## src/hw/mips_pkg.sv

```systemverilog
/*
 * MIPS pipeline shared definitions
 * word and register widths, ALU operations, exception causes,
 * forwarding selects, opcode and funct encodings, reset PC
 */
package mips_pkg;

    typedef logic [31:0] word_t;       // data, address or instruction
    typedef logic [4:0]  reg_addr_t;   // register number
    typedef logic [1:0]  fwd_sel_t;    // operand source in execute

    localparam word_t RESET_PC   = 32'h0040_0000;
    localparam int    DMEM_WORDS = 64;

    typedef logic [$clog2(DMEM_WORDS)-1:0] dmem_addr_t;   // data memory word index

    typedef enum logic [2:0]
    {
        ALU_ADD,
        ALU_SUB,
        ALU_AND,
        ALU_OR,
        ALU_SLT
    } alu_op_t;

    typedef enum logic [2:0]
    {
        EXC_NONE       = 3'd0,
        EXC_ILLEGAL    = 3'd1,   // unknown opcode or funct
        EXC_OVERFLOW   = 3'd2,   // signed add/sub overflow
        EXC_MISALIGNED = 3'd3,   // lw/sw address not word aligned
        EXC_ZERO_WRITE = 3'd4    // destination is r0
    } exc_cause_t;

    localparam fwd_sel_t FWD_RF  = 2'd0;   // register file value
    localparam fwd_sel_t FWD_MEM = 2'd1;   // result leaving execute
    localparam fwd_sel_t FWD_WB  = 2'd2;   // result leaving memory

    localparam logic [5:0] OP_RTYPE = 6'h00;
    localparam logic [5:0] OP_ADDI  = 6'h08;
    localparam logic [5:0] OP_LW    = 6'h23;
    localparam logic [5:0] OP_SW    = 6'h2b;
    localparam logic [5:0] OP_BEQ   = 6'h04;
    localparam logic [5:0] OP_BNE   = 6'h05;

    localparam logic [5:0] FN_ADD = 6'h20;
    localparam logic [5:0] FN_SUB = 6'h22;
    localparam logic [5:0] FN_AND = 6'h24;
    localparam logic [5:0] FN_OR  = 6'h25;
    localparam logic [5:0] FN_SLT = 6'h2a;

endpackage

```

## src/hw/mips_pipe_if.sv

```systemverilog
/*
 * Pipeline stage interfaces
 * carry the combinational next-stage values between stages,
 * the consuming stage owns the capturing register
 */
`timescale 1ns/1ps

interface id_ex_if import mips_pkg::*; ();
    logic       valid;
    word_t      pc;
    reg_addr_t  rs;
    reg_addr_t  rt;
    word_t      rs_val;
    word_t      rt_val;
    word_t      imm;        // sign extended
    reg_addr_t  dest;
    alu_op_t    alu_op;
    logic       use_imm;
    logic       reg_write;
    logic       mem_read;
    logic       mem_write;
    logic       is_beq;
    logic       is_bne;
    exc_cause_t cause;

    modport src (output valid, pc, rs, rt, rs_val, rt_val, imm, dest, alu_op, use_imm,
                 reg_write, mem_read, mem_write, is_beq, is_bne, cause);
    modport dst (input valid, pc, rs, rt, rs_val, rt_val, imm, dest, alu_op, use_imm,
                 reg_write, mem_read, mem_write, is_beq, is_bne, cause);
endinterface


```

## src/hw/mips_decode.sv

```systemverilog
/*
 * Decode stage
 * IF/ID register, opcode and funct decode with illegal and r0-write
 * detection, 32-entry register file with write-through bypass
 */
`timescale 1ns/1ps

module mips_decode
    import mips_pkg::*;
(
    input  logic      SYS_clk,
    input  logic      SYS_reset,
    input  word_t     instr,
    input  word_t     fetch_pc,
    input  logic      stall,
    input  logic      branch_taken,
    input  logic      exc_flush,
    input  logic      rf_we,
    input  reg_addr_t rf_waddr,
    input  word_t     rf_wdata,
    id_ex_if.src      id_ex
);
    logic  q_valid;
    word_t q_instr;
    word_t q_pc;
    word_t regs [32];
    logic  legal;

    function automatic word_t rf_read(reg_addr_t addr, logic we, reg_addr_t waddr,
                                      word_t wdata, word_t stored);
        if (addr == '0)
        begin
            return '0;
        end
        return (we && waddr == addr) ? wdata : stored;   // writer three ahead
    endfunction

    always_ff @(posedge SYS_clk or posedge SYS_reset)
    begin
        if (SYS_reset)
        begin
            q_valid <= 1'b0;
        end
        else if (branch_taken || exc_flush)
        begin
            q_valid <= 1'b0;              // squash
        end
        else if (!stall)
        begin
            q_valid <= 1'b1;
        end
    end

    always_ff @(posedge SYS_clk)
    begin
        if (!stall)
        begin
            q_instr <= instr;
            q_pc    <= fetch_pc;
        end
    end

    always_ff @(posedge SYS_clk or posedge SYS_reset)
    begin
        if (SYS_reset)
        begin
            for (int i = 0; i < 32; i++)
            begin
                regs[i] <= '0;
            end
        end
        else if (rf_we && rf_waddr != '0)
        begin
            regs[rf_waddr] <= rf_wdata;
        end
    end

    always_comb
    begin
        legal           = 1'b1;
        id_ex.alu_op    = ALU_ADD;
        id_ex.use_imm   = 1'b0;
        id_ex.reg_write = 1'b0;
        id_ex.mem_read  = 1'b0;
        id_ex.mem_write = 1'b0;
        id_ex.is_beq    = 1'b0;
        id_ex.is_bne    = 1'b0;
        id_ex.dest      = q_instr[20:16];   // rt for I-type
        case (q_instr[31:26])
            OP_RTYPE:
            begin
                id_ex.reg_write = 1'b1;
                id_ex.dest      = q_instr[15:11];
                case (q_instr[5:0])
                    FN_ADD:  id_ex.alu_op = ALU_ADD;
                    FN_SUB:  id_ex.alu_op = ALU_SUB;
                    FN_AND:  id_ex.alu_op = ALU_AND;
                    FN_OR:   id_ex.alu_op = ALU_OR;
                    FN_SLT:  id_ex.alu_op = ALU_SLT;
                    default: legal = 1'b0;
                endcase
            end
            OP_ADDI:
            begin
                id_ex.use_imm   = 1'b1;
                id_ex.reg_write = 1'b1;
            end
            OP_LW:
            begin
                id_ex.use_imm   = 1'b1;
                id_ex.reg_write = 1'b1;
                id_ex.mem_read  = 1'b1;
            end
            OP_SW:
            begin
                id_ex.use_imm   = 1'b1;
                id_ex.mem_write = 1'b1;
            end
            OP_BEQ:  id_ex.is_beq = 1'b1;
            OP_BNE:  id_ex.is_bne = 1'b1;
            default: legal = 1'b0;
        endcase

        if (!legal)
        begin
            id_ex.cause = EXC_ILLEGAL;
        end
        else if (id_ex.reg_write && id_ex.dest == '0)
        begin
            id_ex.cause = EXC_ZERO_WRITE;
        end
        else
        begin
            id_ex.cause = EXC_NONE;
        end
    end

    // all-zero word is a nop, a stall sends a bubble on
    assign id_ex.valid  = q_valid && (q_instr != '0) && !stall;
    assign id_ex.pc     = q_pc;
    assign id_ex.rs     = q_instr[25:21];
    assign id_ex.rt     = q_instr[20:16];
    assign id_ex.imm    = {{16{q_instr[15]}}, q_instr[15:0]};
    assign id_ex.rs_val = rf_read(id_ex.rs, rf_we, rf_waddr, rf_wdata, regs[id_ex.rs]);
    assign id_ex.rt_val = rf_read(id_ex.rt, rf_we, rf_waddr, rf_wdata, regs[id_ex.rt]);

endmodule

```

## src/flat_wrapper.sv

```systemverilog
// flat-port wrapper written by rule: the top's interface ports become plain ports
module mips_decode_flat import mips_pkg::*;
  (SYS_clk, SYS_reset, instr, fetch_pc, stall, branch_taken, exc_flush, rf_we, rf_waddr, rf_wdata, id_ex_valid, id_ex_pc, id_ex_rs, id_ex_rt, id_ex_rs_val, id_ex_rt_val, id_ex_imm, id_ex_dest, id_ex_alu_op, id_ex_use_imm, id_ex_reg_write, id_ex_mem_read, id_ex_mem_write, id_ex_is_beq, id_ex_is_bne, id_ex_cause);
  id_ex_if id_ex_i ();
  input  logic SYS_clk;
  input  logic SYS_reset;
  input  word_t instr;
  input  word_t fetch_pc;
  input  logic stall;
  input  logic branch_taken;
  input  logic exc_flush;
  input  logic rf_we;
  input  reg_addr_t rf_waddr;
  input  word_t rf_wdata;
  output wire logic [$bits(id_ex_i.valid)-1:0] id_ex_valid;
  output wire logic [$bits(id_ex_i.pc)-1:0] id_ex_pc;
  output wire logic [$bits(id_ex_i.rs)-1:0] id_ex_rs;
  output wire logic [$bits(id_ex_i.rt)-1:0] id_ex_rt;
  output wire logic [$bits(id_ex_i.rs_val)-1:0] id_ex_rs_val;
  output wire logic [$bits(id_ex_i.rt_val)-1:0] id_ex_rt_val;
  output wire logic [$bits(id_ex_i.imm)-1:0] id_ex_imm;
  output wire logic [$bits(id_ex_i.dest)-1:0] id_ex_dest;
  output wire logic [$bits(id_ex_i.alu_op)-1:0] id_ex_alu_op;
  output wire logic [$bits(id_ex_i.use_imm)-1:0] id_ex_use_imm;
  output wire logic [$bits(id_ex_i.reg_write)-1:0] id_ex_reg_write;
  output wire logic [$bits(id_ex_i.mem_read)-1:0] id_ex_mem_read;
  output wire logic [$bits(id_ex_i.mem_write)-1:0] id_ex_mem_write;
  output wire logic [$bits(id_ex_i.is_beq)-1:0] id_ex_is_beq;
  output wire logic [$bits(id_ex_i.is_bne)-1:0] id_ex_is_bne;
  output wire logic [$bits(id_ex_i.cause)-1:0] id_ex_cause;
  assign id_ex_valid = id_ex_i.valid;
  assign id_ex_pc = id_ex_i.pc;
  assign id_ex_rs = id_ex_i.rs;
  assign id_ex_rt = id_ex_i.rt;
  assign id_ex_rs_val = id_ex_i.rs_val;
  assign id_ex_rt_val = id_ex_i.rt_val;
  assign id_ex_imm = id_ex_i.imm;
  assign id_ex_dest = id_ex_i.dest;
  assign id_ex_alu_op = id_ex_i.alu_op;
  assign id_ex_use_imm = id_ex_i.use_imm;
  assign id_ex_reg_write = id_ex_i.reg_write;
  assign id_ex_mem_read = id_ex_i.mem_read;
  assign id_ex_mem_write = id_ex_i.mem_write;
  assign id_ex_is_beq = id_ex_i.is_beq;
  assign id_ex_is_bne = id_ex_i.is_bne;
  assign id_ex_cause = id_ex_i.cause;
  mips_decode u_core (.SYS_clk(SYS_clk), .SYS_reset(SYS_reset), .instr(instr), .fetch_pc(fetch_pc), .stall(stall), .branch_taken(branch_taken), .exc_flush(exc_flush), .rf_we(rf_we), .rf_waddr(rf_waddr), .rf_wdata(rf_wdata), .id_ex(id_ex_i));
endmodule
```

## config.mk

```make
export PLATFORM = sky130hd
export DESIGN_NAME = mips_decode_flat
export DESIGN_NICKNAME = d
export VERILOG_FILES = /design/src/hw/mips_pkg.sv /design/src/hw/mips_pipe_if.sv /design/src/hw/mips_decode.sv /design/src/flat_wrapper.sv
export SDC_FILE = /design/constraint.sdc
export NUM_CORES = 2
export LEC_CHECK = 0
export ABC_AREA = 0
export CORE_AREA = 3 3 390 238
export CTS_CLUSTER_SIZE = 30
export DETAILED_ROUTE_END_ITERATION = 7
export DIE_AREA = 0 0 393 241
export DONT_BUFFER_PORTS = 1
export PLACE_DENSITY = 0.8
export SLEW_MARGIN = 15
export SYNTH_ARGS = -nofsm -noshare
export SYNTH_HDL_FRONTEND = slang
export SYNTH_SLANG_ARGS = --single-unit
```

## constraint.sdc

```tcl
create_clock -name SYS_clk -period 38.7 [get_ports SYS_clk]
set_input_delay 1.935 -clock SYS_clk [delete_from_list [all_inputs] [get_ports SYS_clk]]
set_output_delay 1.935 -clock SYS_clk [all_outputs]
set_load 0.02 [all_outputs]
```

Word level (Yosys, flattened, before mapping)
Index checks and enable logic that the tools add are counted.

Bits of input ports: 107. Register bits: 1089. Logic and storage cells: 106.

$lt $le $gt $ge: 4. Muxes and demuxes: 32. Reduce and logical (&&, ||, !) cells: 19. Bitwise logic cells: 3. Eq/ne operators: 13.

Operators by type and width (number): 1024-bit bitwise mux (1); 32-bit two-way mux (11); 32-bit binary-select mux with 5-bit select (2); 32-bit demux with 5-bit select (1); 6-bit equality test (second input constant) (7); 32-bit nonzero test (1); 6-bit greater-or-equal comparator (second input constant) (3); 5-bit NOT with 6-bit output (3); 5-bit zero test (3); 6-bit by 3-bit equality test with 1-bit output (second input constant) (2); 3-bit case mux with 4 select lines (1); 1-bit two-way mux (11); 5-bit equality test (2); 5-bit OR reduction (2); 3-bit two-way mux (3); 1-bit logical AND (7); 6-bit by 4-bit equality test with 1-bit output (second input constant) (1); 6-bit zero test (1); 6-bit by 1-bit < comparator with 1-bit output (second input constant) (1); 3-bit OR reduction (2); 5-bit two-way mux (1); 5-bit nonzero test (1); 2-bit by 1-bit != test with 1-bit output (second input constant) (1); 1-bit case mux with 2 select lines (1); other kinds (2) (2).

Longest topological paths before layout
Depth in word-level cells: 6. Depth in mapped cells: 11. Gate-level depth less buffers: 5.

Least setup slack after synthesis
Ideal clock, no wire load.

Kind: input to output. Start point: in rf_waddr[2]. End point: out id_ex_rs_val[13]. Stages: 7. Data arrival time: 3.488 ns. Required time: 36.765 ns. Buffers on the path: 2. Path slack: 33.277 ns. Path through: buf_2 xor2_1 nor4_1 nand3_1 nor2_1 clkbuf_1 a32o_1.

Word-level cells in the longest chain between the ends: 4.

Ends and longest elaborated chain: from (decl) (line flat_wrapper.sv:13) `input reg_addr_t rf_waddr;`; 5-bit equality test (line mips_decode.sv:35) `return (we && waddr == addr) ? wdata : stored;`; 1-bit logical AND (line mips_decode.sv:35); 32-bit two-way mux (2 in a row) (line mips_decode.sv:35); to (decl) (line flat_wrapper.sv:19) `output wire logic [$bits(id_ex_i.rs_val)-1:0] id_ex_rs_val;`.

Every way passes these cells.

Final worst setup path
Start point: reg u_core.q_instr[21]. End point: out id_ex_rs_val[26].

Word-level cells in the longest chain between the ends: 6. Elaborated cells on any way between the ends: 10. Classes of those cells: eq/ne: 1; mux: 6; bitwise: 1; reduce/logical: 2.

Ends and longest elaborated chain: from (decl) (line mips_decode.sv:24) `word_t q_instr;`; from (signal assigned) (line mips_decode.sv:58) `q_instr <= instr;`; 5-bit NOT with 6-bit output (not written as such) (line mips_decode.sv:144) `assign id_ex.rs_val = rf_read(id_ex.rs, rf_we, rf_waddr, rf_wdata, regs[id_ex.rs]);`; 32-bit binary-select mux with 5-bit select (line mips_decode.sv:144); 32-bit two-way mux (not written as such) (2 in a row) (line mips_decode.sv:144); 32-bit two-way mux (line mips_decode.sv:35); 32-bit two-way mux (*) (line mips_decode.sv:35).

Every way passes the cells marked *; elsewhere a longest branch is shown, timed or not. The select of a mux whose other input is x is not followed.

==> impl_metrics.env <==
export IMPL_start_util=0.649
export IMPL_synthToLayoutAreaGrowth_pct=6.79
export IMPL_final_cell_mix="mux2_2 (1,029), dfrtp_1 (1,025), mux2i_1 (564)"
export IMPL_io_pins=263
export IMPL_post_cts_setup_buffers=0
export IMPL_synth_edf_count=64
export IMPL_async_reset_ff_frac=0.941
export IMPL_startpoint="u_core.q_instr[21]"
export IMPL_fin_worst_skew_ns=0
export IMPL_rows=85
export IMPL_finalMaxSlewViolations=0
export IMPL_crit_arrival_ns=5.69
export IMPL_p_leak_nw=27.3
export IMPL_drt_drc_violations_left=0
export IMPL_critPathKind="reg -> out"
export IMPL_critPathRequiredTime_ns=36.76
export IMPL_start_kind="flip-flop"
export IMPL_synth_main_ff_cell="dfrtp_1"
export IMPL_relSlewSlack=0.149
export IMPL_drtPass1Iterations=6
export IMPL_yosysSeqAreaShare=0.475
export IMPL_worstMarginPinSlew_ns=1.27
export IMPL_htreeDepth=3
export IMPL_r2r_slack_ns=37.87
export IMPL_period_minus_slack_ns=7.63
export IMPL_antenna_found_initial=5
export IMPL_dieHeight_um=241
export IMPL_drv_cap=0
export IMPL_grt_pass1_vias=39300
export IMPL_vias=39800
export IMPL_setup_viol_count_final=0
export IMPL_rsz0062_at_grt="false"
export IMPL_grt_overflow=0
export IMPL_holdBufCountCts=0
export IMPL_layout_commonest_cell="mux2_2"
export IMPL_synth_cell_types=49
export IMPL_synth_top_cell_area_share=0.442
export IMPL_crit_top_cell="buf_4"
export IMPL_critPathTopFamily="buffers and inverters"
export IMPL_track_usage=0.394
export IMPL_final_nets=4068
export IMPL_die_width_um=393
export IMPL_wire_per_inst_um=35.6
export IMPL_tritoncts="yes"
export IMPL_dieArea_um2=94700
export IMPL_clock_fmax_mhz=131
export IMPL_timing_final_ws_setup_ns=31.07
export IMPL_r2r_start="u_core.regs[741]"
export IMPL_hp_class="reg -> reg"
export IMPL_grt_pass1_wl_um=271000
export IMPL_min_from="u_core.regs[1009]"
export IMPL_critPathMaxStageDelay_ns=0.86
export IMPL_clk_latency_ns=0.71
export IMPL_avgSynthCellArea_um2=13.6
export IMPL_synth_nets=4366
export IMPL_dp_hpwl_um=102000
export IMPL_cts_buffer_depth=3
export IMPL_hold_violations=0
export IMPL_crit_path_top_delay_cell="buf_4"
export IMPL_worst_path_buf_inv=4
export IMPL_design_area_um2=62000
export IMPL_status="finished, final reports clean"
export IMPL_post_route_period_util=0.197
export IMPL_placed_area_um2=58300
export IMPL_design_core_area_um2=89300
export IMPL_io_buffers=0
export IMPL_route_final_wire_length_um=186000
export IMPL_antenna_left=0
export IMPL_crit_fanout=103
export IMPL_grt_max_degree=168
export IMPL_cts_buffers=102
export IMPL_yosys_top_cells_area="dfrtp_1 (44%), mux2_2 (20%), mux4_2 (9.9%)"
export IMPL_end_kind="primary output"
export IMPL_ys_warn_count=0
export IMPL_drt_iter0_drc=5482
export IMPL_drive_above_1_share=0.402
export IMPL_clock_sinks=1089
export IMPL_mappedNetlistArea_um2=58000
export IMPL_p_per_area_nw_per_um2=53.8
export IMPL_clkTransAtPathRegs_ns=0.07
export IMPL_ys_ff_latch=1089
export IMPL_peakVddDrop_v=0.0000402
export IMPL_synth_top_area_cell="dfrtp_1"
export IMPL_fin_tns_setup_ns=0
export IMPL_finalPower_w=0.00334
export IMPL_cts_resized=0
export IMPL_synth_cells=4259
export IMPL_cts_root_buffer="clkbuf_16"
export IMPL_vias_per_cell=7.61
export IMPL_path_cells="buf_4 > buf_12 > buf_4 > buf_4 > mux4_2 > mux2i_1 > o22ai_1 > o221a_2"
export IMPL_globalplace_congestion=0.865
export IMPL_postLayoutCoreUtil=0.693
export IMPL_dp_slack_ns=31.51
==> final cells by class <==
type	instances	area [um^2]
multi-input cells	2660	28400
fillers	6078	27400
clock inverters	35	480
clock buffers	154	3120
flip-flops and latches	1089	27600
inverters	5	26.3
well taps	1174	1470
repair buffers	103	868
diodes	1	2.50
==> per-stage QoR <==
step	hold WS, ns	instances
2_1_floorplan	0.441	4259
3_3_place_gp	0.381	5030
3_5_place_dp	0.384	5031
4_1_cts	0.397	5220
5_1_grt	0.404	5221
6_report	0.396	5221
==> synthesized netlist by cell type (45+ instances only) <==
cell type,n
mux4_2,254
buf_1,68
clkbuf_1,267
a21oi_1,70
buf_4,53
dfrtp_1,1025
a22oi_1,152
nand2_1,105
buf_2,112
nor2_1,59
mux2i_1,564
edfxtp_1,64
o22ai_1,50
mux2_2,1029
nand3_1,76
a32o_1,45
==> worst paths after layout <==
path	end	cells past startpoint
min in group asynchronous	u_core.regs[6]	1
worst min-delay path	u_core.regs[1009]	0
max in group asynchronous	u_core.regs[731]	6
worst min register to register	u_core.regs[1009]	0
worst max-delay path	id_ex_rs_val[26]	8
worst max register to register	u_core.regs[741]	1
==> where the power goes <==
| group | internal [W] | leakage [nW] | switching (W) | total [W] |
|---|---|---|---|---|
| Sequential | 0.00136 | 13.8 | 0.000172 | 0.00153 |
| Clock | 0.000631 | 1.79 | 0.000457 | 0.00109 |
| Combinational | 0.000378 | 11.8 | 0.000340 | 0.000717 |
| Total | 0.00237 | 27.3 | 0.000968 | 0.00334 |
==> state kept, by name (all words and copies together), names as in the netlist <==
name	flops
u_core.q_valid	1
u_core.regs	1024
u_core.q_instr	32
u_core.id_ex.pc	32
==> metal layers <==
| layer | wire, um | GRT usage |
|---|---|---|
| met5 | 21 | 0 |
| met4 | 9040 | 0.170 |
| met3 | 26200 | 0.155 |
| met2 | 78300 | 0.549 |
| met1 | 72500 | 0.550 |
==> logic make-up (layout without fill, tap and decap cells) <==
| kind of cell | Yosys count | after routing | synth area share |
|---|---|---|---|
| muxes | 1847 | 1847 | 0.396 |
| DFF | 1089 | 1089 | 0.475 |
| and+or+nand+nor | 324 | 324 | 0.0266 |
| buffers and inverters | 510 | 297 | 0.0395 |
| other | 1 | 2 | 0.0000646 |
| AOI/OAI and AO/OA | 478 | 478 | 0.0614 |
| xor gates and xnor gates | 10 | 10 | 0.00151 |
Power figures use the tool's default switching activity.
