**src/hw/mips_pkg.sv**
```systemverilog
/*
 * MIPS pipeline shared definitions
 * word and register widths, ALU operations, exception causes,
 * forwarding selects, opcode and funct encodings, reset PC
 */
package mips_pkg;

    typedef logic [31:0] word_t;       // data, address or instruction
    typedef logic [4:0]  reg_addr_t;   // register number
    typedef logic [1:0]  fwd_sel_t;    // operand source in execute

    localparam word_t RESET_PC   = 32'h0040_0000;
    localparam int    DMEM_WORDS = 64;

    typedef logic [$clog2(DMEM_WORDS)-1:0] dmem_addr_t;   // data memory word index

    typedef enum logic [2:0]
    {
        ALU_ADD,
        ALU_SUB,
        ALU_AND,
        ALU_OR,
        ALU_SLT
    } alu_op_t;

    typedef enum logic [2:0]
    {
        EXC_NONE       = 3'd0,
        EXC_ILLEGAL    = 3'd1,   // unknown opcode or funct
        EXC_OVERFLOW   = 3'd2,   // signed add/sub overflow
        EXC_MISALIGNED = 3'd3,   // lw/sw address not word aligned
        EXC_ZERO_WRITE = 3'd4    // destination is r0
    } exc_cause_t;

    localparam fwd_sel_t FWD_RF  = 2'd0;   // register file value
    localparam fwd_sel_t FWD_MEM = 2'd1;   // result leaving execute
    localparam fwd_sel_t FWD_WB  = 2'd2;   // result leaving memory

    localparam logic [5:0] OP_RTYPE = 6'h00;
    localparam logic [5:0] OP_ADDI  = 6'h08;
    localparam logic [5:0] OP_LW    = 6'h23;
    localparam logic [5:0] OP_SW    = 6'h2b;
    localparam logic [5:0] OP_BEQ   = 6'h04;
    localparam logic [5:0] OP_BNE   = 6'h05;

    localparam logic [5:0] FN_ADD = 6'h20;
    localparam logic [5:0] FN_SUB = 6'h22;
    localparam logic [5:0] FN_AND = 6'h24;
    localparam logic [5:0] FN_OR  = 6'h25;
    localparam logic [5:0] FN_SLT = 6'h2a;

endpackage

```
**src/hw/mips_pipe_if.sv**
```systemverilog
/*
 * Pipeline stage interfaces
 * carry the combinational next-stage values between stages,
 * the consuming stage owns the capturing register
 */
`timescale 1ns/1ps

interface id_ex_if import mips_pkg::*; ();
    logic       valid;
    word_t      pc;
    reg_addr_t  rs;
    reg_addr_t  rt;
    word_t      rs_val;
    word_t      rt_val;
    word_t      imm;        // sign extended
    reg_addr_t  dest;
    alu_op_t    alu_op;
    logic       use_imm;
    logic       reg_write;
    logic       mem_read;
    logic       mem_write;
    logic       is_beq;
    logic       is_bne;
    exc_cause_t cause;

    modport src (output valid, pc, rs, rt, rs_val, rt_val, imm, dest, alu_op, use_imm,
                 reg_write, mem_read, mem_write, is_beq, is_bne, cause);
    modport dst (input valid, pc, rs, rt, rs_val, rt_val, imm, dest, alu_op, use_imm,
                 reg_write, mem_read, mem_write, is_beq, is_bne, cause);
endinterface

interface ex_mem_if import mips_pkg::*; ();
    logic       valid;
    word_t      pc;
    word_t      alu_result;
    word_t      store_data;
    reg_addr_t  dest;
    logic       reg_write;
    logic       mem_read;
    logic       mem_write;
    exc_cause_t cause;

    modport src (output valid, pc, alu_result, store_data, dest, reg_write,
                 mem_read, mem_write, cause);
    modport dst (input valid, pc, alu_result, store_data, dest, reg_write,
                 mem_read, mem_write, cause);
endinterface


```
**src/hw/mips_execute.sv**
```systemverilog
/*
 * Execute stage
 * ID/EX register with forwarded operands, ALU, beq/bne resolution,
 * overflow and misaligned address checks
 */
`timescale 1ns/1ps

module mips_execute
    import mips_pkg::*;
(
    input  logic     SYS_clk,
    input  logic     SYS_reset,
    id_ex_if.dst     id_ex,
    input  fwd_sel_t fwd_a,
    input  fwd_sel_t fwd_b,
    input  logic     exc_flush,
    input  word_t    mem_wb_result,
    ex_mem_if.src    ex_mem,
    output logic     branch_taken,
    output word_t    branch_target
);
    logic       q_valid;
    word_t      q_pc;
    word_t      q_imm;
    word_t      q_a;
    word_t      q_b;
    reg_addr_t  q_dest;
    alu_op_t    q_alu_op;
    logic       q_use_imm;
    logic       q_reg_write;
    logic       q_mem_read;
    logic       q_mem_write;
    logic       q_is_beq;
    logic       q_is_bne;
    exc_cause_t q_cause;
    word_t      opnd_b;
    word_t      sum;
    word_t      diff;
    logic       overflow;
    logic       misaligned;

    function automatic word_t pick(fwd_sel_t sel, word_t rf_val, word_t mem_val,
                                   word_t wb_val);
        case (sel)
            FWD_MEM: return mem_val;
            FWD_WB:  return wb_val;
            default: return rf_val;
        endcase
    endfunction

    always_ff @(posedge SYS_clk or posedge SYS_reset)
    begin
        if (SYS_reset)
        begin
            q_valid <= 1'b0;
        end
        else
        begin
            q_valid <= id_ex.valid && !branch_taken && !exc_flush;
        end
    end

    always_ff @(posedge SYS_clk)
    begin
        q_pc        <= id_ex.pc;
        q_imm       <= id_ex.imm;
        q_a         <= pick(fwd_a, id_ex.rs_val, ex_mem.alu_result, mem_wb_result);
        q_b         <= pick(fwd_b, id_ex.rt_val, ex_mem.alu_result, mem_wb_result);
        q_dest      <= id_ex.dest;
        q_alu_op    <= id_ex.alu_op;
        q_use_imm   <= id_ex.use_imm;
        q_reg_write <= id_ex.reg_write;
        q_mem_read  <= id_ex.mem_read;
        q_mem_write <= id_ex.mem_write;
        q_is_beq    <= id_ex.is_beq;
        q_is_bne    <= id_ex.is_bne;
        q_cause     <= id_ex.cause;
    end

    assign opnd_b = q_use_imm ? q_imm : q_b;
    assign sum    = q_a + opnd_b;
    assign diff   = q_a - opnd_b;

    always_comb
    begin
        case (q_alu_op)
            ALU_SUB: ex_mem.alu_result = diff;
            ALU_AND: ex_mem.alu_result = q_a & opnd_b;
            ALU_OR:  ex_mem.alu_result = q_a | opnd_b;
            ALU_SLT: ex_mem.alu_result = {31'b0, $signed(q_a) < $signed(opnd_b)};
            default: ex_mem.alu_result = sum;
        endcase
    end

    // arithmetic only, address adds never trap on overflow
    assign overflow = q_reg_write && !q_mem_read &&
                      ((q_alu_op == ALU_ADD && q_a[31] == opnd_b[31] && sum[31] != q_a[31]) ||
                       (q_alu_op == ALU_SUB && q_a[31] != opnd_b[31] && diff[31] != q_a[31]));
    assign misaligned = (q_mem_read || q_mem_write) && (sum[1:0] != 2'b00);

    assign ex_mem.cause = (q_cause != EXC_NONE) ? q_cause        :   // decode cause first
                          overflow              ? EXC_OVERFLOW   :
                          misaligned            ? EXC_MISALIGNED : EXC_NONE;

    assign ex_mem.valid      = q_valid;
    assign ex_mem.pc         = q_pc;
    assign ex_mem.store_data = q_b;
    assign ex_mem.dest       = q_dest;
    assign ex_mem.reg_write  = q_reg_write;
    assign ex_mem.mem_read   = q_mem_read;
    assign ex_mem.mem_write  = q_mem_write;

    assign branch_taken  = q_valid && ((q_is_beq && q_a == q_b) || (q_is_bne && q_a != q_b));
    assign branch_target = q_pc + 32'd4 + {q_imm[29:0], 2'b00};

endmodule

```
**src/flat_wrapper.sv**
```systemverilog
// flat-port wrapper written by rule: the top's interface ports become plain ports
module mips_execute_flat import mips_pkg::*;
  (SYS_clk, SYS_reset, fwd_a, fwd_b, exc_flush, mem_wb_result, branch_taken, branch_target, id_ex_valid, id_ex_pc, id_ex_rs, id_ex_rt, id_ex_rs_val, id_ex_rt_val, id_ex_imm, id_ex_dest, id_ex_alu_op, id_ex_use_imm, id_ex_reg_write, id_ex_mem_read, id_ex_mem_write, id_ex_is_beq, id_ex_is_bne, id_ex_cause, ex_mem_valid, ex_mem_pc, ex_mem_alu_result, ex_mem_store_data, ex_mem_dest, ex_mem_reg_write, ex_mem_mem_read, ex_mem_mem_write, ex_mem_cause);
  id_ex_if id_ex_i ();
  ex_mem_if ex_mem_i ();
  input  logic SYS_clk;
  input  logic SYS_reset;
  input  fwd_sel_t fwd_a;
  input  fwd_sel_t fwd_b;
  input  logic exc_flush;
  input  word_t mem_wb_result;
  output logic branch_taken;
  output word_t branch_target;
  input wire logic [$bits(id_ex_i.valid)-1:0] id_ex_valid;
  input wire logic [$bits(id_ex_i.pc)-1:0] id_ex_pc;
  input wire logic [$bits(id_ex_i.rs)-1:0] id_ex_rs;
  input wire logic [$bits(id_ex_i.rt)-1:0] id_ex_rt;
  input wire logic [$bits(id_ex_i.rs_val)-1:0] id_ex_rs_val;
  input wire logic [$bits(id_ex_i.rt_val)-1:0] id_ex_rt_val;
  input wire logic [$bits(id_ex_i.imm)-1:0] id_ex_imm;
  input wire logic [$bits(id_ex_i.dest)-1:0] id_ex_dest;
  input wire logic [$bits(id_ex_i.alu_op)-1:0] id_ex_alu_op;
  input wire logic [$bits(id_ex_i.use_imm)-1:0] id_ex_use_imm;
  input wire logic [$bits(id_ex_i.reg_write)-1:0] id_ex_reg_write;
  input wire logic [$bits(id_ex_i.mem_read)-1:0] id_ex_mem_read;
  input wire logic [$bits(id_ex_i.mem_write)-1:0] id_ex_mem_write;
  input wire logic [$bits(id_ex_i.is_beq)-1:0] id_ex_is_beq;
  input wire logic [$bits(id_ex_i.is_bne)-1:0] id_ex_is_bne;
  input wire logic [$bits(id_ex_i.cause)-1:0] id_ex_cause;
  output wire logic [$bits(ex_mem_i.valid)-1:0] ex_mem_valid;
  output wire logic [$bits(ex_mem_i.pc)-1:0] ex_mem_pc;
  output wire logic [$bits(ex_mem_i.alu_result)-1:0] ex_mem_alu_result;
  output wire logic [$bits(ex_mem_i.store_data)-1:0] ex_mem_store_data;
  output wire logic [$bits(ex_mem_i.dest)-1:0] ex_mem_dest;
  output wire logic [$bits(ex_mem_i.reg_write)-1:0] ex_mem_reg_write;
  output wire logic [$bits(ex_mem_i.mem_read)-1:0] ex_mem_mem_read;
  output wire logic [$bits(ex_mem_i.mem_write)-1:0] ex_mem_mem_write;
  output wire logic [$bits(ex_mem_i.cause)-1:0] ex_mem_cause;
  assign id_ex_i.valid = id_ex_valid;
  assign id_ex_i.pc = id_ex_pc;
  assign id_ex_i.rs = id_ex_rs;
  assign id_ex_i.rt = id_ex_rt;
  assign id_ex_i.rs_val = id_ex_rs_val;
  assign id_ex_i.rt_val = id_ex_rt_val;
  assign id_ex_i.imm = id_ex_imm;
  assign id_ex_i.dest = id_ex_dest;
  assign id_ex_i.alu_op = id_ex_alu_op;
  assign id_ex_i.use_imm = id_ex_use_imm;
  assign id_ex_i.reg_write = id_ex_reg_write;
  assign id_ex_i.mem_read = id_ex_mem_read;
  assign id_ex_i.mem_write = id_ex_mem_write;
  assign id_ex_i.is_beq = id_ex_is_beq;
  assign id_ex_i.is_bne = id_ex_is_bne;
  assign id_ex_i.cause = id_ex_cause;
  assign ex_mem_valid = ex_mem_i.valid;
  assign ex_mem_pc = ex_mem_i.pc;
  assign ex_mem_alu_result = ex_mem_i.alu_result;
  assign ex_mem_store_data = ex_mem_i.store_data;
  assign ex_mem_dest = ex_mem_i.dest;
  assign ex_mem_reg_write = ex_mem_i.reg_write;
  assign ex_mem_mem_read = ex_mem_i.mem_read;
  assign ex_mem_mem_write = ex_mem_i.mem_write;
  assign ex_mem_cause = ex_mem_i.cause;
  mips_execute u_core (.SYS_clk(SYS_clk), .SYS_reset(SYS_reset), .id_ex(id_ex_i), .fwd_a(fwd_a), .fwd_b(fwd_b), .exc_flush(exc_flush), .mem_wb_result(mem_wb_result), .ex_mem(ex_mem_i), .branch_taken(branch_taken), .branch_target(branch_target));
endmodule
```
**config.mk**
```make
export PLATFORM = sky130hd
export DESIGN_NAME = mips_execute_flat
export DESIGN_NICKNAME = d
export VERILOG_FILES = /design/src/hw/mips_pkg.sv /design/src/hw/mips_pipe_if.sv /design/src/hw/mips_execute.sv /design/src/flat_wrapper.sv
export SDC_FILE = /design/constraint.sdc
export NUM_CORES = 1
export LEC_CHECK = 0
export ABC_AREA = 1
export BUFFER_PORTS_ARGS = -buffer_cell sky130_fd_sc_hd__buf_2
export CORE_UTILIZATION = 45
export DETAILED_ROUTE_END_ITERATION = 8
export MAX_ROUTING_LAYER = met4
export PLACE_DENSITY_LB_ADDON = 0.1
export SYNTH_ARGS = -nofsm -noshare
export SYNTH_HDL_FRONTEND = slang
export SYNTH_SLANG_ARGS = --single-unit
```
**constraint.sdc**
```tcl
create_clock -name SYS_clk -period 5.3 [get_ports SYS_clk]
set_input_delay 0.53 -clock SYS_clk [delete_from_list [all_inputs] [get_ports SYS_clk]]
set_output_delay 0.53 -clock SYS_clk [all_outputs]
set_load 0.02 [all_outputs]
```
### Yosys cells after proc, flatten, opt, wreduce, memory -nomap -nowiden

Index checks and enable logic that the tools add are counted.
W data, S select, Z words.

| word-level totals | value |
|---|---|
| flip-flop bits (word level) | 146 |
| latch bits | 0 |
| memory bits (writable) | 0 |
| bits in read-only memories | 0 |
| input port bits | 195 |
| logic and storage cells | 63 |
| memories | 0 |

| cells by class | value |
|---|---|
| add/sub/neg operators | 4 |
| multipliers | 0 |
| div/mod/pow operators | 0 |
| order comparisons | 1 |
| eq/ne operators | 14 |
| shift-type cells | 0 |
| mux-type cells | 7 |
| bitwise gates (word level) | 2 |
| reductions and logical operators | 21 |

Operators by type and width:

| cell | count |
|---|---|
| $pmux W32 S2 | 2 |
| $pmux W32 S4 | 1 |
| $add A32 B32 Y32 | 2 |
| $add A32 B3 Y32 const B | 1 |
| $and A32 B32 Y32 | 1 |
| $eq A32 B32 Y1 | 1 |
| $lt A32 B32 Y1 | 1 |
| $mux W32 | 1 |
| $ne A32 B32 Y1 | 1 |
| $or A32 B32 Y32 | 1 |
| $sub A32 B32 Y32 | 1 |
| $logic_and A1 B1 Y1 | 12 |
| $eq A3 B2 Y1 const B | 2 |
| $mux W3 | 2 |
| $eq A2 B1 Y1 const B | 2 |
| $eq A2 B2 Y1 const B | 2 |
| $eq A3 B1 Y1 const B | 1 |
| $eq A3 B3 Y1 const B | 1 |
| $logic_not A1 Y1 | 3 |
| $logic_not A3 Y1 | 1 |
| $logic_or A1 B1 Y1 | 3 |
| $ne A1 B1 Y1 | 3 |
| $reduce_bool A3 Y1 | 1 |
| $mux W2 | 1 |
| other kinds (2) | 2 |

### Logic depth before layout (Yosys ltp)

Gate-level depths: netlist of run 1.

| depth | value |
|---|---|
| depth in word-level cells | 8 |
| depth in mapped cells | 22 |
| mapped depth without buffers | 21 |

### Worst setup path after synthesis of run 1

Ideal clock, no wire load.

| timing | value |
|---|---|
| kind | register -> output |
| start point | register u_core.q_use_imm |
| end point | output port ex_mem_alu_result[0] |
| arrival | 2880 ps |
| required time | 4770 ps |
| slack | 1890 ps |
| cell stages (with the launch flop) | 19 |
| buffers on the path | 2 |
| cells stage by stage | dfxtp_1 > clkbuf_1 > clkbuf_1 > nand2_1 > o21ai_0 > inv_1 > ha_1 > fa_1 > inv_1 > nand2_1 > nand2_1 > nand4_1 > nand2_1 > nand2_1 > nand2_1 > nand2_1 > nand3_1 > nand3_1 > a21boi_0 |

| on the way | value |
|---|---|
| word-level cells in the longest chain between the ends | 3 |
| elaborated cells on any way between the ends | 7 |
| those cells by class | 2 x add/sub; 1 x order compare; 2 x mux; 2 x bitwise |

Ends and longest elaborated chain:

| what | RTL line | text |
|---|---|---|
| from (decl) | mips_execute.sv:29 | `logic q_use_imm;` |
| from (signal assigned) | mips_execute.sv:71 | `q_use_imm <= id_ex.use_imm;` |
| $mux W32 * | mips_execute.sv:80 | `assign opnd_b = q_use_imm ? q_imm : q_b;` |
| $add A32 B32 Y32 (tied with other cells) | mips_execute.sv:81 | `assign sum = q_a + opnd_b;` |
| $pmux W32 S4 * | mips_execute.sv:86 | `case (q_alu_op)` |
| to (decl) | flat_wrapper.sv:32 | `output wire logic [$bits(ex_mem_i.alu_result)-1:0] ex_mem_alu_result;` |

Mark *: on every way between the ends. The rest lies on a longest branch, timed or not.

### Final worst setup path of run 1

| timing | value |
|---|---|
| start point | register u_core.q_use_imm |
| end point | output port ex_mem_cause[0] |

| on the way | value |
|---|---|
| word-level cells in the longest chain between the ends | 8 |
| elaborated cells on any way between the ends | 18 |
| those cells by class | 2 x add/sub; 4 x eq/ne; 4 x mux; 8 x reduce/logical |

Ends and longest elaborated chain:

| what | RTL line | text |
|---|---|---|
| $mux W32 * | mips_execute.sv:80 |  |
| $add A32 B32 Y32 (tied with other cells) | mips_execute.sv:81 |  |
| $ne A1 B1 Y1 (tied with other cells) | mips_execute.sv:97 | `((q_alu_op == ALU_ADD && q_a[31] == opnd_b[31] && sum[31] != q_a[31]) \|\|` |
| $logic_and A1 B1 Y1 (on tied branches) | mips_execute.sv:97, mips_execute.sv:98 |  |
| $logic_or A1 B1 Y1 | mips_execute.sv:97 |  |
| $logic_and A1 B1 Y1 | mips_execute.sv:96 | `assign overflow = q_reg_write && !q_mem_read &&` |
| $mux W3 * | mips_execute.sv:102 | `overflow ? EXC_OVERFLOW :` |
| $mux W3 * | mips_execute.sv:101 | `assign ex_mem.cause = (q_cause != EXC_NONE) ? q_cause :` |
| to (decl) | flat_wrapper.sv:38 | `output wire logic [$bits(ex_mem_i.cause)-1:0] ex_mem_cause;` |

Marks and branches as above.

==> qor.yml, run 1 <==
outcome: "finished clean"
arrival_ps: 4190
cts_made_buffers: 17
row_count: 63
holdPathStages: 1
dp_hpwl_mm: 45.5
yosys.area.top_type: "dfxtp_1"
synth_most_common_cell: "nand2_1"
p_leak_nw: 9.03
critPathLaunchType: "flip-flop"
reg2reg_to: "u_core.q_a[31]"
die_w_um: 177
dieArea_sq_um: 31300
drive_gt1_frac: 0.181
hold_viol_final: 0
p_per_area_nw_per_um2: 341
hp-class: "primary input to flip-flop"
routed_wl_mm: 55.1
grt_first_pass_wirelength_mm: 81.0
synth_flop_cell: "dfxtp_1"
drv_cap: 0
ir_worst_vdd_v: 0.000259
cts_resized: 0
grt_max_degree: 39
dr.pass1.iters: 6
cp.required_ps: 4770
cts_setup_buffers: 0
cpPeakStageDelay_ps: 810
core-area_sq_um: 29900
place.port_buffers: 325
synth_fp_nets: 2568
drc: 0
synth.area.top_cells: "dfxtp_1 (21%), ha_1 (16%), nand2_1 (16%)"
initial_utilization: 0.461
yosysSeqAreaShare: 0.213
htree_num_levels: 4
fmax_mhz: 212
grt.overflow.total: 0
crit_type: "flip-flop to primary output"
hold_buffers: 1
vias: 15400
insertion_delay_ps: 460
avgSynthCellArea_sq_um: 6.28
slowest_stage: "dfxtp_2"
setup_tns_ps: 0
clock-sinks: 146
io_pins: 336
worst_path_most_repeated_cell: "nand2_1"
yosysTopAreaCellShare: 0.211
finClkSkew_ps: 14.8
first_iter_violations: 1323
synth_warnings: 0
cts_tree: "yes"
path_buf_inv: 2
maxSlewViolCount: 0
wire_per_inst_um: 19.0
root_buffer: "clkbuf_16"
place_inst: 2865
ys_seq_elements: 146
nets: 2870
cp-end-kind: "primary output"
final.min_clock_period_ps: 4720
reg2reg_slack_ps: 1510
place_congestion: 1.01
worst_pin_slew_ps: 1240
grt_antenna_before_repair: 5
clk_pin_slew_ps: 70
finalCritPeriodShare: 0.890
ant_nets: 0
finalSetupViolCount: 0
grt_pass1_vias: 14200
rsz0062_at_grt: "no"
grtUsageTotal: 0.356
max-slew-margin-rel: 0.174
worstPathCellList: "o21ai_0 -> ha_1 -> nand2_1 -> nor2_1 -> inv_1 -> nor4_2 -> a21oi_1 -> nand2_1 -> nand2_1 -> nand3_1 -> nand2_1 -> nand2_1 -> nand2_1 -> nand2_1 -> buf_2"
r2r_start: "u_core.q_use_imm"
holdPathEnd: "u_core.q_imm[20]"
cpLargestDelayFamily: "simple AND/OR/NAND/NOR gates"
synth_common_cells: "nand2_1 (580), inv_1 (344), nor2_1 (218)"
clockBufferDepth: 2
r2r_cells: 12
syn_inst: 2193
syn_area_sq_um: 13800
syn_to_final_growth_pct: 18.4
critPathMaxFanout: 38
die_y_um: 177
synth-edff-count: 0
final_cells: 2904
async_flop_share: 0.00685
via_per_inst: 5.29
hold_start: "id_ex_imm[20]"
yosysUniqueCellTypes: 54
flip-flops by register name (all words and copies together), names as in the netlist:
name,count
u_core.ex_mem.reg_write,1
u_core.ex_mem.valid,1
u_core.ex_mem.mem_read,1
u_core.q_is_beq,1
u_core.q_cause,3
u_core.ex_mem.store_data,32
u_core.ex_mem.pc,32
u_core.ex_mem.dest,5
u_core.q_use_imm,1
u_core.q_a,32
u_core.q_imm,32
u_core.q_is_bne,1
u_core.ex_mem.mem_write,1
u_core.q_alu_op,3
kinds of logic after synthesis:
kind of cell    count (synthesis)  synth area share
xor+xnor                       54            0.0344
flops                         146             0.213
simple gates                 1053             0.329
fa+ha+maj                     180             0.165
buf+inv                       408             0.116
compound gates                352             0.143
metrics by stage:
step | setup slack, ps | util | total power [W] | area [sq um] | hold slack, ps
2_1_floorplan | 1890 | - | 0.00332 | 13800 | 259
3_3_place_gp | 1220 | 0.526 | 0.00429 | 15700 | 364
3_5_place_dp | 1170 | 0.526 | 0.00431 | 15700 | 371
4_1_cts | 677 | 0.545 | 0.00551 | 16300 | 157
5_1_grt | 348 | 0.545 | 0.00591 | 16300 | 157
6_report | 585 | 0.545 | 0.00556 | 16300 | 173
power by group:
group / leakage (nW) / switching, W / internal, W / total [W]
Clock: 0.268 / 0.000540 / 0.000662 / 0.00120
Combinational: 7.53 / 0.00207 / 0.000941 / 0.00301
Sequential: 1.24 / 0.000135 / 0.00121 / 0.00135
routing by layer:
| metal | vias up | GRT usage | wire length (um) |
|---|---|---|---|
| met1 | 7052 | 0.468 | 24500 |
| met2 | 659 | 0.537 | 23800 |
| li1 | 7578 | - | - |
| met4 | 0 | 0.121 | 1660 |
| met3 | 80 | 0.0756 | 5130 |
| met5 | - | - | 0 |
area by class of cell:
| class | count | area [sq um] |
|---|---|---|
| fillers | 3106 | 13600 |
| multi-input cells | 1639 | 9250 |
| inverters | 354 | 1330 |
| clock inverters | 13 | 125 |
| diodes | 7 | 17.5 |
| clock buffers | 18 | 439 |
| well taps | 390 | 488 |
| repair buffers | 337 | 1720 |
| flip-flops and latches | 146 | 2930 |
how the worst max path moves through the flow:
stage / startpoint / to / slack (ps) / depth (start not counted)
global route: u_core.q_use_imm / ex_mem_alu_result[0] / 350 / 15
CTS: u_core.q_use_imm / ex_mem_cause[0] / 680 / 15
finish: u_core.q_use_imm / ex_mem_cause[0] / 580 / 15
floorplan: u_core.q_use_imm / ex_mem_alu_result[0] / 1890 / 18
global placement: u_core.q_use_imm / ex_mem_cause[0] / 1220 / 15
detailed placement: u_core.q_use_imm / ex_mem_cause[0] / 1170 / 15
cells in the final DEF (no fill, tap or decap), drive strengths merged, types with 6 or more instances in the layout:
cell | netlist | routed
o21bai | 18 | 18
ha | 177 | 177
nand3 | 153 | 153
inv | 354 | 359
dfxtp | 145 | 145
nor3 | 24 | 24
nor2 | 232 | 232
nand2 | 588 | 588
clkbuf | 30 | 18
xnor2 | 32 | 32
a21oi | 220 | 220
xor2 | 22 | 22
o21ai | 74 | 74
buf | 24 | 336
or2 | 19 | 19
o2111ai | 6 | 6
nand4 | 20 | 20
diode | 0 | 7
nor4 | 6 | 6
and2 | 8 | 8
No activity file was read; power rests on OpenSTA's default activity.
==> run 2, diff against run 1 <==
==> constraint.sdc (replaced) <==
create_clock -name SYS_clk -period 5.3 [get_ports SYS_clk]
set_input_delay 0.53 -clock SYS_clk [delete_from_list [all_inputs] [get_ports SYS_clk]]
set_output_delay 0.53 -clock SYS_clk [all_outputs]
set_load 0.05 [all_outputs]
==> qor.yml, run 2 (synthesis gave the netlist of run 1 again) <==
cpPeakStageDelay_ps: 880  # was 810 ps
fmax_mhz: 215  # was 212 MHz
maxSlewViolCount: 0  # unchanged
p_leak_nw: 9.02  # was 9.03 nW
slowest_stage: "o21ai_0"  # was dfxtp_2
outcome: "finished clean"  # unchanged
cp.required_ps: 4770  # about the same
arrival_ps: 4110  # was 4190 ps
io_pins: 336  # unchanged
routed_wl_mm: 54.8  # was 55.1 mm
reg2reg_slack_ps: 1640  # was 1510 ps
cts_tree: "yes"  # unchanged
first_iter_violations: 1369  # was 1323
totalPowerFinal_w: 0.00600  # was 0.00556 W
dieArea_sq_um: 31300  # unchanged
rsz0062_at_grt: "no"  # unchanged
finalCritPeriodShare: 0.876  # was 0.890
initial_utilization: 0.461  # unchanged
reg2reg_to: "u_core.q_a[28]"  # was u_core.q_a[31]
hp-class: "primary input to flip-flop"  # unchanged
critPathMaxFanout: 18  # was 38
p_int_w: 0.00278  # was 0.00281 W
nets: 2870  # unchanged
dp_hpwl_mm: 45.5  # about the same
pwr-share-comb: 0.581  # was 0.542
critPathLaunchType: "flip-flop"  # unchanged
ant_nets: 0  # unchanged
die_y_um: 177  # unchanged
finClkSkew_ps: 15.1  # was 14.8 ps
cts_resized: 0  # unchanged
worst_path_most_repeated_cell: "nand2_1"  # unchanged
drv_cap: 0  # unchanged
row_count: 63  # unchanged
top_usage_layer: "met2"  # unchanged
ir_worst_vdd_v: 0.000255  # was 0.000259 V
p_clk_frac: 0.195  # was 0.216
clockBufferDepth: 2  # unchanged
place_congestion: 1.02  # was 1.01
clock-sinks: 146  # unchanged
syn_to_final_growth_pct: 18.3  # was 18.4%
cp-startpoint: "u_core.q_use_imm"  # unchanged
core-area_sq_um: 29900  # unchanged
final.min_clock_period_ps: 4640  # was 4720 ps
cts_made_buffers: 17  # unchanged
max-slew-margin-rel: 0.181  # was 0.174
r2r_start: "u_core.q_use_imm"  # unchanged
finalSetupViolCount: 0  # unchanged
r2r_cells: 16  # was 12
cp-endpoint: "ex_mem_alu_result[28]"  # was ex_mem_cause[0]
insertion_delay_ps: 460  # about the same
cp-end-kind: "primary output"  # unchanged
setup_tns_ps: 0  # unchanged
htree_num_levels: 4  # unchanged
grt_first_pass_wirelength_mm: 81.6  # was 81.0 mm
cp.depth: 14  # was 15
wire_per_inst_um: 18.9  # was 19.0 um
dr.pass1.iters: 5  # was 6
power.share.switching: 0.536  # was 0.494
p_per_area_nw_per_um2: 369  # was 341 nW/um^2
root_buffer: "clkbuf_16"  # unchanged
worstPathCellList: "o21ai_0 -> inv_1 -> fa_1 -> inv_1 -> nand2_1 -> nand2_1 -> and2_1 -> nand2_1 -> nand3_1 -> nand2_1 -> nand4_1 -> nand3_1 -> nand3_2 -> buf_2"  # was o21ai_0 -> ha_1 -> nand2_1 -> nor2_1 -> inv_1 -> nor4_2 -> a21oi_1 -> nand2_1 -> nand2_1 -> nand3_1 -> nand2_1 -> nand2_1 -> nand2_1 -> nand2_1 -> buf_2
seqPwrFrac: 0.223  # was 0.242
p_switching_w: 0.00322  # was 0.00275 W
clk_pin_slew_ps: 70  # about the same
hold_viol_final: 0  # unchanged
via_per_inst: 5.27  # was 5.29
worst_pin_slew_ps: 1230  # was 1240 ps
drive_gt1_frac: 0.181  # about the same
grtUsageTotal: 0.358  # was 0.356
final_common_cell: "nand2_1"  # unchanged
grt_pass1_vias: 14400  # was 14200
place.port_buffers: 325  # unchanged
die_w_um: 177  # unchanged
vias: 15300  # was 15400
met3_usage: 0.0868  # was 0.0756
cpLargestDelayFamily: "simple AND/OR/NAND/NOR gates"  # unchanged
grt_antenna_before_repair: 6  # was 5
grt.overflow.total: 0  # unchanged
use_met1: 0.467  # was 0.468
path_buf_inv: 3  # was 2
drc: 0  # unchanged
crit_type: "flip-flop to primary output"  # unchanged
grt_use_met2: 0.550  # was 0.537
grt_max_degree: 36  # was 39
layout_common_cells: "nand2_1 (580), inv_1 (344), buf_2 (325), nor2_1 (218), a21oi_1 (209)"  # unchanged
[run 2: routing by layer]
metal,part of all wire,vias to the layer above,wire [um]
met5,0,-,0
met4,0.019,0,1050
met3,0.089,61,4880
met2,0.44,641,24300
met1,0.45,7052,24600
li1,-,7560,-
[run 2: repair_timing]
item / in CTS / in global routing
setup buffers: 0 / 0
hold buffers: 1 / 0
endpoints found under the hold margin: 1 / 0
[run 2: cell type report]
cell class | instances | area, sq um
Clock buffer | 20 | 457
Timing Repair Buffer | 337 | 1720
Multi-Input combinational cell | 1639 | 9250
Sequential cell | 146 | 2930
Clock inverter | 12 | 98.8
Fill cell | 3146 | 13600
Antenna cell | 6 | 15.0
Tap cell | 390 | 488
Inverter | 354 | 1330
[run 2: how the worst min path moves through the flow]
stage / end / depth (start not counted) / startpoint
CTS: u_core.q_is_bne / 1 / id_ex_is_bne
finish: u_core.q_is_bne / 1 / id_ex_is_bne
detailed placement: u_core.ex_mem.valid / 2 / SYS_reset
floorplan: u_core.ex_mem.valid / 1 / SYS_reset
global placement: u_core.ex_mem.valid / 2 / SYS_reset
global route: u_core.q_is_bne / 1 / id_ex_is_bne
[run 2: power by group through the flow]
stage	Sequential (W)	Combinational, W	Clock (W)
floorplan	0.00151	0.00229	0
global placement	0.00136	0.00341	0
detailed placement	0.00136	0.00342	0
CTS	0.00134	0.00344	0.00119
global route	0.00135	0.00378	0.00123
finish	0.00134	0.00349	0.00117
[run 2: worst register-to-register path, cell delays in order (launching register included)]
cell	delay, ps
dfxtp_2	440
o21ai_0	880
inv_1	270
fa_1	480
inv_1	90
nand2_1	80
nand2_1	90
and2_1	170
nand2_1	70
nand3_1	260
nand2_1	160
nand3_1	100
nand2_1	50
nand3_1	100
nand3_2	150
nand2_1	90
a21oi_1	60
[run 2: through the flow]
step	area (sq um)	setup slack, ps	std cells	utilization	hold slack [ps]
3_3_place_gp	15700	1400	2865	0.526	363
6_report	16300	656	2904	0.545	162
5_1_grt	16300	497	2904	0.545	150
3_5_place_dp	15700	1360	2865	0.526	368
2_1_floorplan	13800	1260	2193	-	259
4_1_cts	16300	858	2898	0.545	152
